$ cat config.mk
export PLATFORM = sky130hd
export DESIGN_NAME = placementControl
export DESIGN_NICKNAME = d
export VERILOG_FILES = /design/src/source/placementControl.sv
export SDC_FILE = /design/constraint.sdc
export NUM_CORES = 1
export LEC_CHECK = 0
export ABC_AREA = 0
export BUFFER_PORTS_ARGS = -buffer_cell sky130_fd_sc_hd__buf_2
export CORE_AREA = 8 8 45 47
export CTS_CLUSTER_SIZE = 25
export DETAILED_ROUTE_END_ITERATION = 10
export DIE_AREA = 0 0 53 55
export SLEW_MARGIN = 5
export SYNTH_ARGS = -nofsm -noshare
export SYNTH_HDL_FRONTEND = slang
export SYNTH_SLANG_ARGS = --single-unit
$ cat constraint.sdc
create_clock -name clk -period 0.9 [get_ports clk]
set_input_delay 0.225 -clock clk [delete_from_list [all_inputs] [get_ports clk]]
set_output_delay 0.225 -clock clk [all_outputs]
set_load 0.005 [all_outputs]
$ cat src/source/placementControl.sv
`timescale 1ns/1ps

module placementControl
(
	input  logic clk,
	input  logic rstN,
	input  logic enable,
	input  logic inBounds,
	input  logic scanDone,
	input  logic hit,
	output logic shapeLoad,
	output logic scanStart,
	output logic writeEn,
	output logic accepted,
	output logic borderConflict,
	output logic overlapConflict,
	output logic conflict
);

	typedef enum logic [2:0]
	{
		idle,
		shaping,
		boundCheck,
		scanning,
		borderReject,
		overlapReject,
		saving,
		holding
	} state_e;

	state_e state;
	state_e nextState;

	always_ff @(posedge clk)
	begin
		if (!rstN)
			state <= idle;
		else
			state <= nextState;
	end

	// ******************************
	// Next state
	// ******************************
	always_comb
	begin
		nextState = state;
		case (state)
			idle:
				if (enable)
					nextState = shaping;
			shaping:
				nextState = enable ? boundCheck : idle;
			boundCheck:
			begin
				if (!enable)
					nextState = idle;
				else if (!inBounds)
					nextState = borderReject;
				else
					nextState = scanning;
			end
			scanning:
			begin
				if (!enable)
					nextState = idle;
				else if (scanDone)
					nextState = hit ? overlapReject : saving;
			end
			// Write already issued, so saving never returns to scanning
			saving:
				nextState = enable ? holding : idle;
			default:
				if (!enable)
					nextState = idle;
		endcase
	end

	// Strobes and result levels straight from the state
	assign shapeLoad = (state == shaping);
	assign scanStart = (state == boundCheck) && inBounds;
	assign writeEn = (state == saving);
	assign accepted = (state == saving) || (state == holding);
	assign borderConflict = (state == borderReject);
	assign overlapConflict = (state == overlapReject);
	assign conflict = borderConflict || overlapConflict;

	// Only one kind of conflict per request
	assert property (@(posedge clk) disable iff (!rstN)
		!(borderConflict && overlapConflict));

endmodule

==> results.json <==
{
  "synth-edff-count": 0,
  "clk_latency_ns": 0.23,
  "crit_cells": 2,
  "power_density_nw_per_um2": 1170,
  "cts_tree": "built",
  "startpoint_type": "flip-flop",
  "largestRegisters": "state: 3 flops",
  "fmax_ghz": 0.825,
  "violations": "negative setup slack",
  "clock-sinks": 3,
  "netlist_instances": 36,
  "slowest_delay_ns": 0.36,
  "grtUsageTotal": 0.0634,
  "yosys_register_bits": 3,
  "crit_path_max_fanout": 8,
  "min_period_ns": 1.21,
  "gp_congestion": 0.709,
  "syn_to_final_growth_pct": 67.9,
  "grt.overflow.total": 0,
  "yosysWarnings": 0,
  "layout_common_cells": "buf_2, buf_4, nand2_1, clkbuf_4, dfxtp_4",
  "core_area_um2": 1380,
  "hp-class": "input port to flip-flop",
  "largest-register": "state",
  "start_util": 0.194,
  "slew_headroom": 0.843,
  "path_clk_slew_ns": 0.03,
  "drt_pass1_iterations": 3,
  "antennaDiodeCount": 0,
  "worst_slew_pin_slew_ns": 0.231,
  "clk_path_buf_depth": 2,
  "pre_cts_ws_ns": -0.194,
  "path_delay_family": "flip-flops",
  "grt_start_max_net_pins": 9,
  "cts-root-buf": "clkbuf_4",
  "placed_cells": 63,
  "post-route-period-util": 1.35,
  "vias": 337,
  "final_nets": 63,
  "crit_type": "flip-flop to output port",
  "worst-r2r-cell-count": 3,
  "fin_cells": 72,
  "setup_viol": 10,
  "via_per_inst": 4.68,
  "rsz0062_at_grt": "yes",
  "end_kind": "output port",
  "worstPathRequired_ns": 0.67,
  "antenna_found_initial": 0,
  "path_buf_inv": 1,
  "syn_area_um2": 269,
  "drive_gt1_frac": 0.554,
  "grt_pass1_wl_mm": 1.37,
  "die_height_um": 55,
  "power.leakage_nw": 0.210,
  "rows": 14,
  "die_x_um": 53,
  "syn_avg_cell_area_um2": 7.47,
  "post-route-drc-count": 0,
  "hold_violations": 0,
  "final_common_cell": "buf_2",
  "synthArstFlopShare": 0,
  "hold_depth": 3,
  "cap_violations": 0,
  "routed_wl_um": 844,
  "synth-seq-area-share": 0.223,
  "cts_made_buffers": 3,
  "final-max-slew-violation-count": 0,
  "synth.top_cell.area_share": 0.223,
  "arrival_ns": 0.99,
  "status": "finished with violations",
  "largest_register_ffs": 3,
  "ant_nets": 0,
  "hpwl_um": 570,
  "pin_count": 13,
  "fin_ws_ns": -0.312,
  "syn_nets": 42,
  "io_buffers": 12,
  "critPathSlowestCell": "dfxtp_4",
  "fin_skew_ns": 0.000305,
  "nFillCells": 165,
  "synth_ff_type": "dfxtp_1",
  "synthTopCellsByArea": "dfxtp_1, nor2b_1, a21oi_1",
  "design.die.area_um2": 2920,
  "synth.largest_area_cell": "dfxtp_1",
  "synth_cell_type_count": 21,
  "drt_iter0_drc": 12,
  "cp_cell_sequence": "and4bb_2 -> buf_2",
  "wire_per_inst_um": 11.7,
  "h-tree-depth": 1,
  "vdd_drop_max_mv": 0.483,
  "first_global_vias": 336
}
final timing paths:
path / start / end / slack [ns]
setup / recovery: state[0]$_SDFFE_PN0P_ / scanStart / -0.31
hold / removal: rstN / state[1]$_SDFFE_PN0P_ / 0.27
setup reg to reg: state[0]$_SDFFE_PN0P_ / state[0]$_SDFFE_PN0P_ / -0.24
hold reg to reg: state[2]$_SDFFE_PN0P_ / state[1]$_SDFFE_PN0P_ / 0.60
worst min-delay path, stage by stage:
cell	delay, ns
buf_2	0.12
nand2_1	0.08
a21oi_1	0.04
repair_timing:
item                                   4_1_cts  5_1_grt
setup endpoints to repair                   10       10
hold buffers                                 0        0
pin swaps                                    2        2
buffers inserted                             5        0
endpoints found under the hold margin        0        0
gates resized for setup                      9        3
per-stage QoR:
stage	util	TNS [ns]	cell area (um^2)	hold slack [ns]	total power, mW
after global routing	0.326	-2.70	452	0.270	0.568
after floorplan	-	-0.167	300	0.358	0.234
after detailed placement	0.261	-0.818	362	0.512	0.269
final	0.326	-2.23	452	0.275	0.528
after CTS	0.319	-2.27	442	0.261	0.534
after global placement	0.261	-0.714	362	0.509	0.267
layer usage:
layer / vias to the layer above / wire length [um] / share of wire / global-route usage
li1: 168 / - / - / -
met1: 161 / 367 / 0.43 / 0.0744
met2: 8 / 416 / 0.49 / 0.0996
met3: 0 / 60 / 0.071 / 0.0187
met4: 0 / 0 / 0 / 0.0388
met5: - / 0 / 0 / 0
synthesized netlist by cell type, drive strengths merged (2+ instances only):
cell    number
nand2        3
dfxtp        3
o21ai        2
buf          3
and2         2
nand2b       2
nor2         3
nor2b        4
a21oi        3
cell families after synthesis:
family                 after synthesis  share of synthesized area
AO/OA/AOI/OAI                       10                      0.233
multiplexers                         1                     0.0372
flip-flops                           3                      0.223
buffers and inverters                3                     0.0791
AND/OR/NAND/NOR                     19                      0.428
power breakdown:
part	leakage, nW	switching, mW	total (mW)	internal (mW)
Clock	0.0150	0.0628	0.229	0.166
Combinational	0.168	0.0642	0.142	0.0782
Sequential	0.0267	0.0173	0.157	0.139
cell type report:
class / count / area (um^2) / area share
timing repair buffer: 19 / 116 / 0.258
sequential: 3 / 71.3 / 0.158
clock buffer: 4 / 26.3 / 0.0582
tap: 16 / 20.0 / 0.0443
multi-input combinational: 30 / 218 / 0.482
(Power assumes the default switching activity.)
