`config.mk`:
```
export PLATFORM = sky130hd
export DESIGN_NAME = fleetCounter
export DESIGN_NICKNAME = d
export VERILOG_FILES = /design/src/source/fleetPkg.sv /design/src/source/fleetCounter.sv
export SDC_FILE = /design/constraint.sdc
export NUM_CORES = 1
export LEC_CHECK = 0
export CAP_MARGIN = 10
export CORE_MARGIN = 5
export CORE_UTILIZATION = 24
export CTS_CLUSTER_SIZE = 24
export DETAILED_ROUTE_END_ITERATION = 8
export DONT_BUFFER_PORTS = 1
export PLACE_DENSITY = 0.45
export SETUP_SLACK_MARGIN = 0.2
export SYNTH_ARGS = -nofsm -noshare
export SYNTH_HDL_FRONTEND = slang
export SYNTH_SLANG_ARGS = --single-unit
```
`constraint.sdc`:
```
create_clock -name clk -period 2.54 [get_ports clk]
set_input_delay 0.381 -clock clk [delete_from_list [all_inputs] [get_ports clk]]
set_output_delay 0.381 -clock clk [all_outputs]
set_load 0.01 [all_outputs]
```
`src/source/fleetPkg.sv`:
```
package fleetPkg;

	// ******************************
	// Board geometry
	// ******************************

	// One board coordinate
	typedef logic [3:0] coord_t;

	// A single board cell
	typedef struct packed
	{
		coord_t coordX;
		coord_t coordY;
	} cell_t;

	// Largest ship is the carrier
	localparam int MaxCells = 5;

	// ******************************
	// Ships and requests
	// ******************************

	// Codes 5 to 7 are not ships and fail the board check
	typedef enum logic [2:0]
	{
		submarine  = 3'd0,
		cruiser    = 3'd1,
		seaplane   = 3'd2,
		battleship = 3'd3,
		carrier    = 3'd4
	} shipType_e;

	// Valid cells in a record, 0 to 5
	typedef logic [2:0] cellCount_t;

	// Stored ship with unused cells at zero
	typedef struct packed
	{
		shipType_e               shipType;
		cellCount_t              count;
		cell_t [MaxCells-1:0]    cells;
	} shipRecord_t;

	// Placement request as held by the requester
	typedef struct packed
	{
		logic      player;
		shipType_e shipType;
		cell_t     anchor;
		logic      vertical;
		logic      flip;
	} placeReq_t;

	// Slot index in the fleet memory of one player
	typedef logic [4:0] slotAddr_t;

endpackage

```
`src/source/fleetCounter.sv`:
```
`timescale 1ns/1ps

module fleetCounter
	import fleetPkg::*;
#(
	parameter int MaxShips = 20
)
(
	input  logic      clk,
	input  logic      rstN,
	input  logic      player,
	input  logic      advance,
	output slotAddr_t fleetSize
);

	// Next free slot of each player
	slotAddr_t slotPtr [2];

	assign fleetSize = slotPtr[player];

	always_ff @(posedge clk)
	begin
		if (!rstN)
		begin
			slotPtr[0] <= '0;
			slotPtr[1] <= '0;
		end
		else if (advance)
			slotPtr[player] <= slotPtr[player] + 1'b1;
	end

	// No write once a fleet is full
	assert property (@(posedge clk) disable iff (!rstN)
		advance |-> int'(fleetSize) < MaxShips);

endmodule

```
==> impl_metrics.tcl <==
set metrics [dict create \
    status "finished clean" \
    clock_sinks 10 \
    largest-register "slotPtr" \
    tns_ns 0 \
    ios 9 \
    gr-total-overflow 0 \
    report.final.slew_viol_count 0 \
    synth-seq-area-share 0.545 \
    worstSetupStartpointType "flop" \
    cts_resized 0 \
    rr_endpoint "slotPtr[1][4]" \
    fin_crit_sh 0.668 \
    dp.cells 76 \
    tightest_slew_ns 0.710 \
    die_x_um 57.9 \
    relSlewSlack 0.522 \
    finalClockSkew_ns 0.00232 \
    htreeDepth 1 \
    grt_pass1_vias 417 \
    syn_area_per_cell_um2 11.2 \
    synth-edff-count 10 \
    cts_setup_buffers 0 \
    maxCapViolCount 0 \
    hold_class "in -> reg" \
    synth_commonest_cells "edfxtp_1 (10), nor2_1 (8), nand2_1 (6)" \
    grtUsageTotal 0.0741 \
    cp_max_fo 5 \
    gp_congestion 0.740 \
    synth_warnings 0 \
    max_freq_mhz 590 \
    async_reset_ff_frac 0 \
    synth_flop_cell "edfxtp_1" \
    post-dp-hpwl_um 816 \
    die_area_um2 3350 \
    dr.max_layer_used "met4" \
    postLayoutCellArea_um2 603 \
    p_leak_nw 0.223 \
    antenna_found_initial 0 \
    placed_cell_area_um2 581 \
    numPortBuffers 0 \
    core_area_um2 2190 \
    synthCells 49 \
    wl_met3_um 95 \
    finalWirelength_um 1050 \
    holdPathStages 2 \
    clk_path_buf_depth 2 \
    largest_reg_flops 10 \
    rrSetupSlack_ns 0.84 \
    vias_per_cell 4.68 \
    syn_to_final_growth_pct 9.55 \
    setup_ws_ns 0.844 \
    synth_top_area_share 0.545 \
    vias 370 \
    r2r_start "slotPtr[1][0]" \
    routedWlPerCell_um 13.3 \
    pre_cts_ws_ns 0.764 \
    grt_pass1_wl_um 1770 \
    syn-num-nets 54 \
    grt_max_degree 17 \
    setup_violations 0 \
    cts_buffers 3 \
    rr_worst_depth 5 \
    power_density_nw_per_um2 569 \
    layout.nets 58 \
    cts_tree "yes" \
    post-route-min-period_ns 1.70 \
    ir_worst_vdd_uv 181 \
    syn_area_um2 551 \
    die_h_um 57.9 \
    arrival_ns 1.83 \
    drtIter0Drc 6 \
    drc_errors 0 \
    finalNonFillerCells 79 \
    crit_required_ns 2.68 \
    antenna_cells 0 \
    ys_types 20 \
    clk_latency_ns 0.27 \
    hold_viol_final 0 \
    start_util 0.251 \
    cts_root_buf "clkbuf_4" \
    crit_end "slotPtr[1][4]" \
    ant_nets 0 \
    end_kind "flop" \
    fp-row-count 17 \
    synth_area_leaders "edfxtp_1 (55%), mux2_1 (8.2%), nor2_1 (5.5%), nand2_1 (4.1%), nand4_1 (3.4%)" \
    first_pass_iters 2 \
    clk_pin_slew_ns 0.06 \
    ys_ff_latch 10 \
    holdBufCountCts 0 \
    rsz0062_at_grt "no" \
    synth_top_area_cell "edfxtp_1" \
    synth_most_common_cell "edfxtp_1" \
    cp-startpoint "slotPtr[1][0]" \
    reg.largest.list "slotPtr (10)" \
    critical_path_class "reg -> reg" \
    final_layout_size_suffix_gt1_frac 0.0980 \
    drt-met1-wl_um 480 \
    wl_met2_um 418 \
    fin_util 0.275 \
]
-- power by group --
part,switching (mW),internal (mW),leakage [nW]
Sequential,0.00808,0.194,0.107
Clock,0.0523,0.0547,0.0138
Combinational,0.0208,0.0132,0.102
Total,0.0812,0.262,0.223
-- cell usage in the layout (no fill, tap or decap), types with 2 or more instances in the layout --
cell | synthesis | layout
edfxtp_1 | 10 | 10
nor2_1 | 8 | 8
nand2_1 | 6 | 6
mux2_1 | 4 | 4
nand4_1 | 3 | 3
clkbuf_4 | 0 | 3
inv_1 | 2 | 2
xor2_1 | 2 | 2
nand4b_1 | 2 | 2
-- worst min path at each step --
stage                       start             to  slack, ns
floorplan           slotPtr[0][0]  slotPtr[0][0]       0.55
CTS                        player  slotPtr[1][4]       0.34
finish                     player  slotPtr[1][4]       0.34
detailed placement  slotPtr[0][0]  slotPtr[0][0]       0.58
global placement    slotPtr[0][0]  slotPtr[0][0]       0.58
global route               player  slotPtr[1][4]       0.36
-- per-stage QoR --
stage | hold WS, ns | power [mW]
3_5_place_dp | 0.581 | 0.241
4_1_cts | 0.341 | 0.349
6_report | 0.342 | 0.343
2_1_floorplan | 0.548 | 0.234
5_1_grt | 0.360 | 0.363
3_3_place_gp | 0.580 | 0.241
-- critical path, stage by stage, from the launching register on --
cell,delay (ns)
edfxtp_1,0.38
mux2_1,0.23
ha_1,0.28
nand4_1,0.14
or4b_1,0.47
nand2_1,0.08
-- kinds of logic (layout without fill, tap and decap cells) --
group | Yosys count | after routing | synth area share
compound gates | 1 | 1 | 0.00908
flops | 10 | 10 | 0.545
buf+inv | 3 | 5 | 0.0227
xor+xnor | 3 | 3 | 0.0477
simple gates | 26 | 26 | 0.250
mux | 5 | 5 | 0.102
fa+ha+maj | 1 | 1 | 0.0227
-- cell type report --
| cell class | instances | area, um2 |
|---|---|---|
| Sequential cell | 10 | 300 |
| Tap cell | 28 | 35.0 |
| Inverter | 2 | 7.51 |
| Clock buffer | 3 | 22.5 |
| Multi-Input combinational cell | 36 | 238 |
| Fill cell | 232 | 1590 |
-- routing by layer --
layer,global-route usage,up-vias
li1,-,183
met1,0.0799,170
met2,0.102,12
met3,0.0334,5
met4,0.0795,0
met5,0,-
(Power assumes the default switching activity.)
