<file path="src/source/fleetPkg.sv">
package fleetPkg;

	// ******************************
	// Board geometry
	// ******************************

	// One board coordinate
	typedef logic [3:0] coord_t;

	// A single board cell
	typedef struct packed
	{
		coord_t coordX;
		coord_t coordY;
	} cell_t;

	// Largest ship is the carrier
	localparam int MaxCells = 5;

	// ******************************
	// Ships and requests
	// ******************************

	// Codes 5 to 7 are not ships and fail the board check
	typedef enum logic [2:0]
	{
		submarine  = 3'd0,
		cruiser    = 3'd1,
		seaplane   = 3'd2,
		battleship = 3'd3,
		carrier    = 3'd4
	} shipType_e;

	// Valid cells in a record, 0 to 5
	typedef logic [2:0] cellCount_t;

	// Stored ship with unused cells at zero
	typedef struct packed
	{
		shipType_e               shipType;
		cellCount_t              count;
		cell_t [MaxCells-1:0]    cells;
	} shipRecord_t;

	// Placement request as held by the requester
	typedef struct packed
	{
		logic      player;
		shipType_e shipType;
		cell_t     anchor;
		logic      vertical;
		logic      flip;
	} placeReq_t;

	// Slot index in the fleet memory of one player
	typedef logic [4:0] slotAddr_t;

endpackage

</file>
<file path="src/source/overlapScanner.sv">
`timescale 1ns/1ps

module overlapScanner
	import fleetPkg::*;
(
	input  logic        clk,
	input  logic        rstN,
	input  logic        scanStart,
	input  shipRecord_t shipRec,
	input  slotAddr_t   fleetSize,
	input  shipRecord_t readRecord,
	output slotAddr_t   memAddr,
	output logic        scanDone,
	output logic        hit
);

	logic      busy;
	logic      dataValid;
	logic      lastData;
	logic      emptyDone;
	logic      hitReg;
	logic      matchNow;
	slotAddr_t scanLimit;

	// Any valid cell of one record on any valid cell of the other
	function automatic logic sharesCell(shipRecord_t a, shipRecord_t b);
		logic found;
		found = 1'b0;
		for (int i = 0; i < MaxCells; i++)
		begin
			for (int j = 0; j < MaxCells; j++)
			begin
				if (i < int'(a.count) && j < int'(b.count) && a.cells[i] == b.cells[j])
					found = 1'b1;
			end
		end
		return found;
	endfunction

	assign matchNow = dataValid && sharesCell(shipRec, readRecord);
	assign scanDone = emptyDone || (dataValid && (matchNow || lastData));
	assign hit = hitReg || matchNow;

	// ******************************
	// Read pipeline
	// ******************************
	// Record returns one cycle after its address
	always_ff @(posedge clk)
	begin
		if (!rstN)
		begin
			busy <= 1'b0;
			dataValid <= 1'b0;
			lastData <= 1'b0;
			emptyDone <= 1'b0;
			hitReg <= 1'b0;
			memAddr <= '0;
		end
		else if (scanStart)
		begin
			memAddr <= '0;
			busy <= (fleetSize != '0);
			emptyDone <= (fleetSize == '0);
			dataValid <= 1'b0;
			lastData <= 1'b0;
			hitReg <= 1'b0;
		end
		else
		begin
			emptyDone <= 1'b0;
			if (matchNow)
				hitReg <= 1'b1;
			if (scanDone)
			begin
				// Early stop on a hit or on the last slot
				busy <= 1'b0;
				dataValid <= 1'b0;
			end
			else if (busy)
			begin
				dataValid <= 1'b1;
				lastData <= (memAddr == scanLimit - 1'b1);
				if (memAddr == scanLimit - 1'b1)
					busy <= 1'b0;
				else
					memAddr <= memAddr + 1'b1;
			end
			else
				dataValid <= 1'b0;
		end
	end

	always_ff @(posedge clk)
	begin
		if (scanStart)
			scanLimit <= fleetSize;
	end

	// Every returned record came from a slot that holds a ship
	assert property (@(posedge clk) disable iff (!rstN)
		dataValid |-> $past(memAddr) < fleetSize);

endmodule

</file>
<file path="config.mk">
export PLATFORM = sky130hd
export DESIGN_NAME = overlapScanner
export DESIGN_NICKNAME = d
export VERILOG_FILES = /design/src/source/fleetPkg.sv /design/src/source/overlapScanner.sv
export SDC_FILE = /design/constraint.sdc
export NUM_CORES = 1
export LEC_CHECK = 0
export ABC_CLOCK_PERIOD_IN_PS = 3400
export BUFFER_PORTS_ARGS = -buffer_cell sky130_fd_sc_hd__buf_2
export CORE_ASPECT_RATIO = 1.1
export CORE_UTILIZATION = 41
export CTS_CLUSTER_DIAMETER = 200
export DETAILED_ROUTE_END_ITERATION = 6
export GPL_ROUTABILITY_DRIVEN = 0
export PLACE_DENSITY_LB_ADDON = 0.25
export REMOVE_ABC_BUFFERS = 1
export SYNTH_ARGS = -nofsm -noshare
export SYNTH_HDL_FRONTEND = slang
export SYNTH_SLANG_ARGS = --single-unit
</file>
<file path="constraint.sdc">
create_clock -name clk -period 3.4 [get_ports clk]
set_input_delay 0.68 -clock clk [delete_from_list [all_inputs] [get_ports clk]]
set_output_delay 0.68 -clock clk [all_outputs]
set_load 0.05 [all_outputs]
</file>
==> impl_metrics.json <==
{
  "outcome": "complete, no violations",
  "grt-ovfl-total": 0,
  "ys_seq_area_share_pct": 9.92,
  "die_w_um": 90.5,
  "drc": 0,
  "cts-root-buf": "clkbuf_8",
  "setup_violations": 0,
  "skew_ns": 0.00414,
  "cts_hold_buf": 0,
  "layout_commonest_cell": "xor2_1",
  "start_util_pct": 42.2,
  "power_density_nw_per_um2": 207,
  "antenna_left": 0,
  "rr_worst_depth": 8,
  "cts.htree.levels": 1,
  "yosysTopAreaCell": "xor2_1",
  "cts_buffers": 3,
  "final_cell_mix": "147 x xor2_1, 100 x buf_2, 60 x xnor2_1",
  "rsz0062_at_grt": "no",
  "syn_area_um2": 3530,
  "cts_setup_buffers": 0,
  "cpMostUsedCell": "buf_2",
  "critical_path_arrival_ns": 2.57,
  "yosys_warnings": 0,
  "layout.nets": 589,
  "grt_max_degree": 12,
  "fill_cells": 886,
  "fmax_mhz": 308,
  "num_rows": 35,
  "syn-mean-instance-area_um2": 7.78,
  "grt_pass1_wl_um": 17300,
  "max_stage_delay_ns": 0.53,
  "crit_chain": "buf_2 > xor2_1 > or4_1 > nor4_1 > a41oi_1 > and4_1 > nand4b_1 > a21o_1 > buf_2",
  "synthArstFlopShare_pct": 0,
  "slew_viol_final": 0,
  "num_vias": 3259,
  "period_minus_slack_ns": 3.25,
  "antenna_cells": 0,
  "total_power_w": 0.000801,
  "yosysTopAreaCellShare_pct": 36.4,
  "dp_cells": 593,
  "clock_latency_ns": 0.25,
  "grt_pass1_vias": 3168,
  "die_area_um2": 8990,
  "slew_headroom_pct": 62.5,
  "crit_fanout": 5,
  "wirelength_um": 11600,
  "ios": 107,
  "criticalPathCategory": "input pin to primary output",
  "end_kind": "primary output",
  "cap_violations": 0,
  "wl_per_cell_um": 19.4,
  "post_dp_cell_area_um2": 3830,
  "grt_usage_pct": 25.4,
  "synth_edf_count": 5,
  "r2r_end": "memAddr[3]$_SDFFE_PP0P_",
  "cts_tree": "done",
  "antenna_found_initial": 0,
  "setup.worst_path.end": "hit",
  "firstDrtPassIters": 5,
  "synth_cell_type_count": 44,
  "hold_viol_final": 0,
  "core-area_um2": 8360,
  "worst_pin_slew_ns": 0.557,
  "peakVddDrop_mv": 0.229,
  "critPathLaunch": "shipRec[14]",
  "instances_no_fill": 597,
  "cp-start-kind": "input pin",
  "cts_buffer_depth": 2,
  "ys.flop_type": "dfxtp_1",
  "hpwl_um": 9720,
  "drt-vias-per-instance": 5.46,
  "fin_crit_sh_pct": 95.6,
  "synth_seq_cells": 15,
  "fin_tns_setup_ns": 0,
  "port-buffer-count": 100,
  "path_clk_slew_ns": 0.06,
  "drtIter0Drc": 247,
  "power.leakage_nw": 1.61,
  "hp-class": "flip-flop to flip-flop",
  "die_h_um": 99.4,
  "design_area_um2": 3870,
  "synth_area_leaders": "xor2_1 36%, xnor2_1 15%, buf_2 11%",
  "required_ns": 2.72,
  "cts_resized": 0,
  "slowest_stage": "or4_1",
  "timing.rr.start": "scanLimit[0]$_DFFE_PP_",
  "drive_above_1_share_pct": 25.1,
  "rrSetupSlack_ns": 1.44,
  "clock_sinks": 15,
  "synthCells": 454,
  "syn2layout_area_growth_pct": 9.56
}
-- worst min-delay path by stage --
stage | start | end | slack (ns) | depth (start not counted)
after global routing | lastData$_SDFFE_PP0P_ | lastData$_SDFFE_PP0P_ | 0.55 | 2
after CTS | lastData$_SDFFE_PP0P_ | lastData$_SDFFE_PP0P_ | 0.51 | 2
after floorplan | lastData$_SDFFE_PP0P_ | lastData$_SDFFE_PP0P_ | 0.47 | 2
after detailed placement | lastData$_SDFFE_PP0P_ | lastData$_SDFFE_PP0P_ | 0.50 | 2
final | lastData$_SDFFE_PP0P_ | lastData$_SDFFE_PP0P_ | 0.51 | 2
after global placement | lastData$_SDFFE_PP0P_ | lastData$_SDFFE_PP0P_ | 0.49 | 2
-- layer usage --
| layer | vias to the layer above | track usage [%] | wire length, µm |
|---|---|---|---|
| met4 | 0 | 13.4 | 641 |
| met5 | - | 0 | 0 |
| met1 | 1479 | 29.3 | 4460 |
| met3 | 46 | 3.36 | 850 |
| li1 | 1557 | - | - |
| met2 | 177 | 45.5 | 5650 |
-- logic make-up (layout without fill, tap and decap cells) --
kind of cell    count (synthesis)  after routing  share of synthesized area (%)
compound gates                 25             25                           5.24
mux                             1              1                          0.283
simple gates                  117            117                           20.0
fa+ha+maj                       2              2                          0.708
flops                          15             15                           9.91
buf+inv                        87            119                           12.6
xor+xnor                      207            207                           51.3
-- synth_stat cells, drive strengths merged (4+ instances only) --
cell,count
a21oi,6
buf,78
clkbuf,5
dfxtp,10
edfxtp,5
inv,4
nand2,7
nand3,12
nand4,19
nor2,16
nor3,6
nor4,43
o21ai,4
or4,4
xnor2,60
xor2,147
-- flip-flops by register name, summed over array words and instances, names as in the netlist --
| signal | flops |
|---|---|
| lastData | 1 |
| emptyDone | 1 |
| busy | 1 |
| scanLimit | 5 |
| memAddr | 5 |
| dataValid | 1 |
| hitReg | 1 |
-- worst max-delay path: cells and delay by family --
family                    cells  cell delay (ns)
and+or+nand+nor               4             1.09
buffers and inverters         2             0.42
AOI/OAI and AO/OA             2             0.24
xor gates and xnor gates      1             0.15
-- report_power, final --
| part | switching, W | total, W | internal (W) |
|---|---|---|---|
| clock | 0.0000620 | 0.000145 | 0.0000831 |
| combinational | 0.000271 | 0.000457 | 0.000187 |
| sequential | 0.00000543 | 0.000198 | 0.000193 |
-- metrics by stage --
step	setup WS, ns	hold WS [ns]	util [%]
finish	0.148	0.507	46.3
global route	0.0683	0.545	46.3
CTS	0.150	0.515	46.3
detailed placement	0.162	0.505	45.7
global placement	0.200	0.489	45.7
floorplan	0.296	0.468	-
-- final cells by class --
| class | instances | area, µm² | share of cell area (%) |
|---|---|---|---|
| multi-input combinational | 352 | 2740 | 70.7 |
| timing repair buffer | 111 | 583 | 15.1 |
| sequential | 15 | 350 | 9.05 |
| tap | 111 | 139 | 3.59 |
| clock buffer | 4 | 45.0 | 1.16 |
| inverter | 4 | 15.0 | 0.388 |
Power figures use the tool's default switching activity.
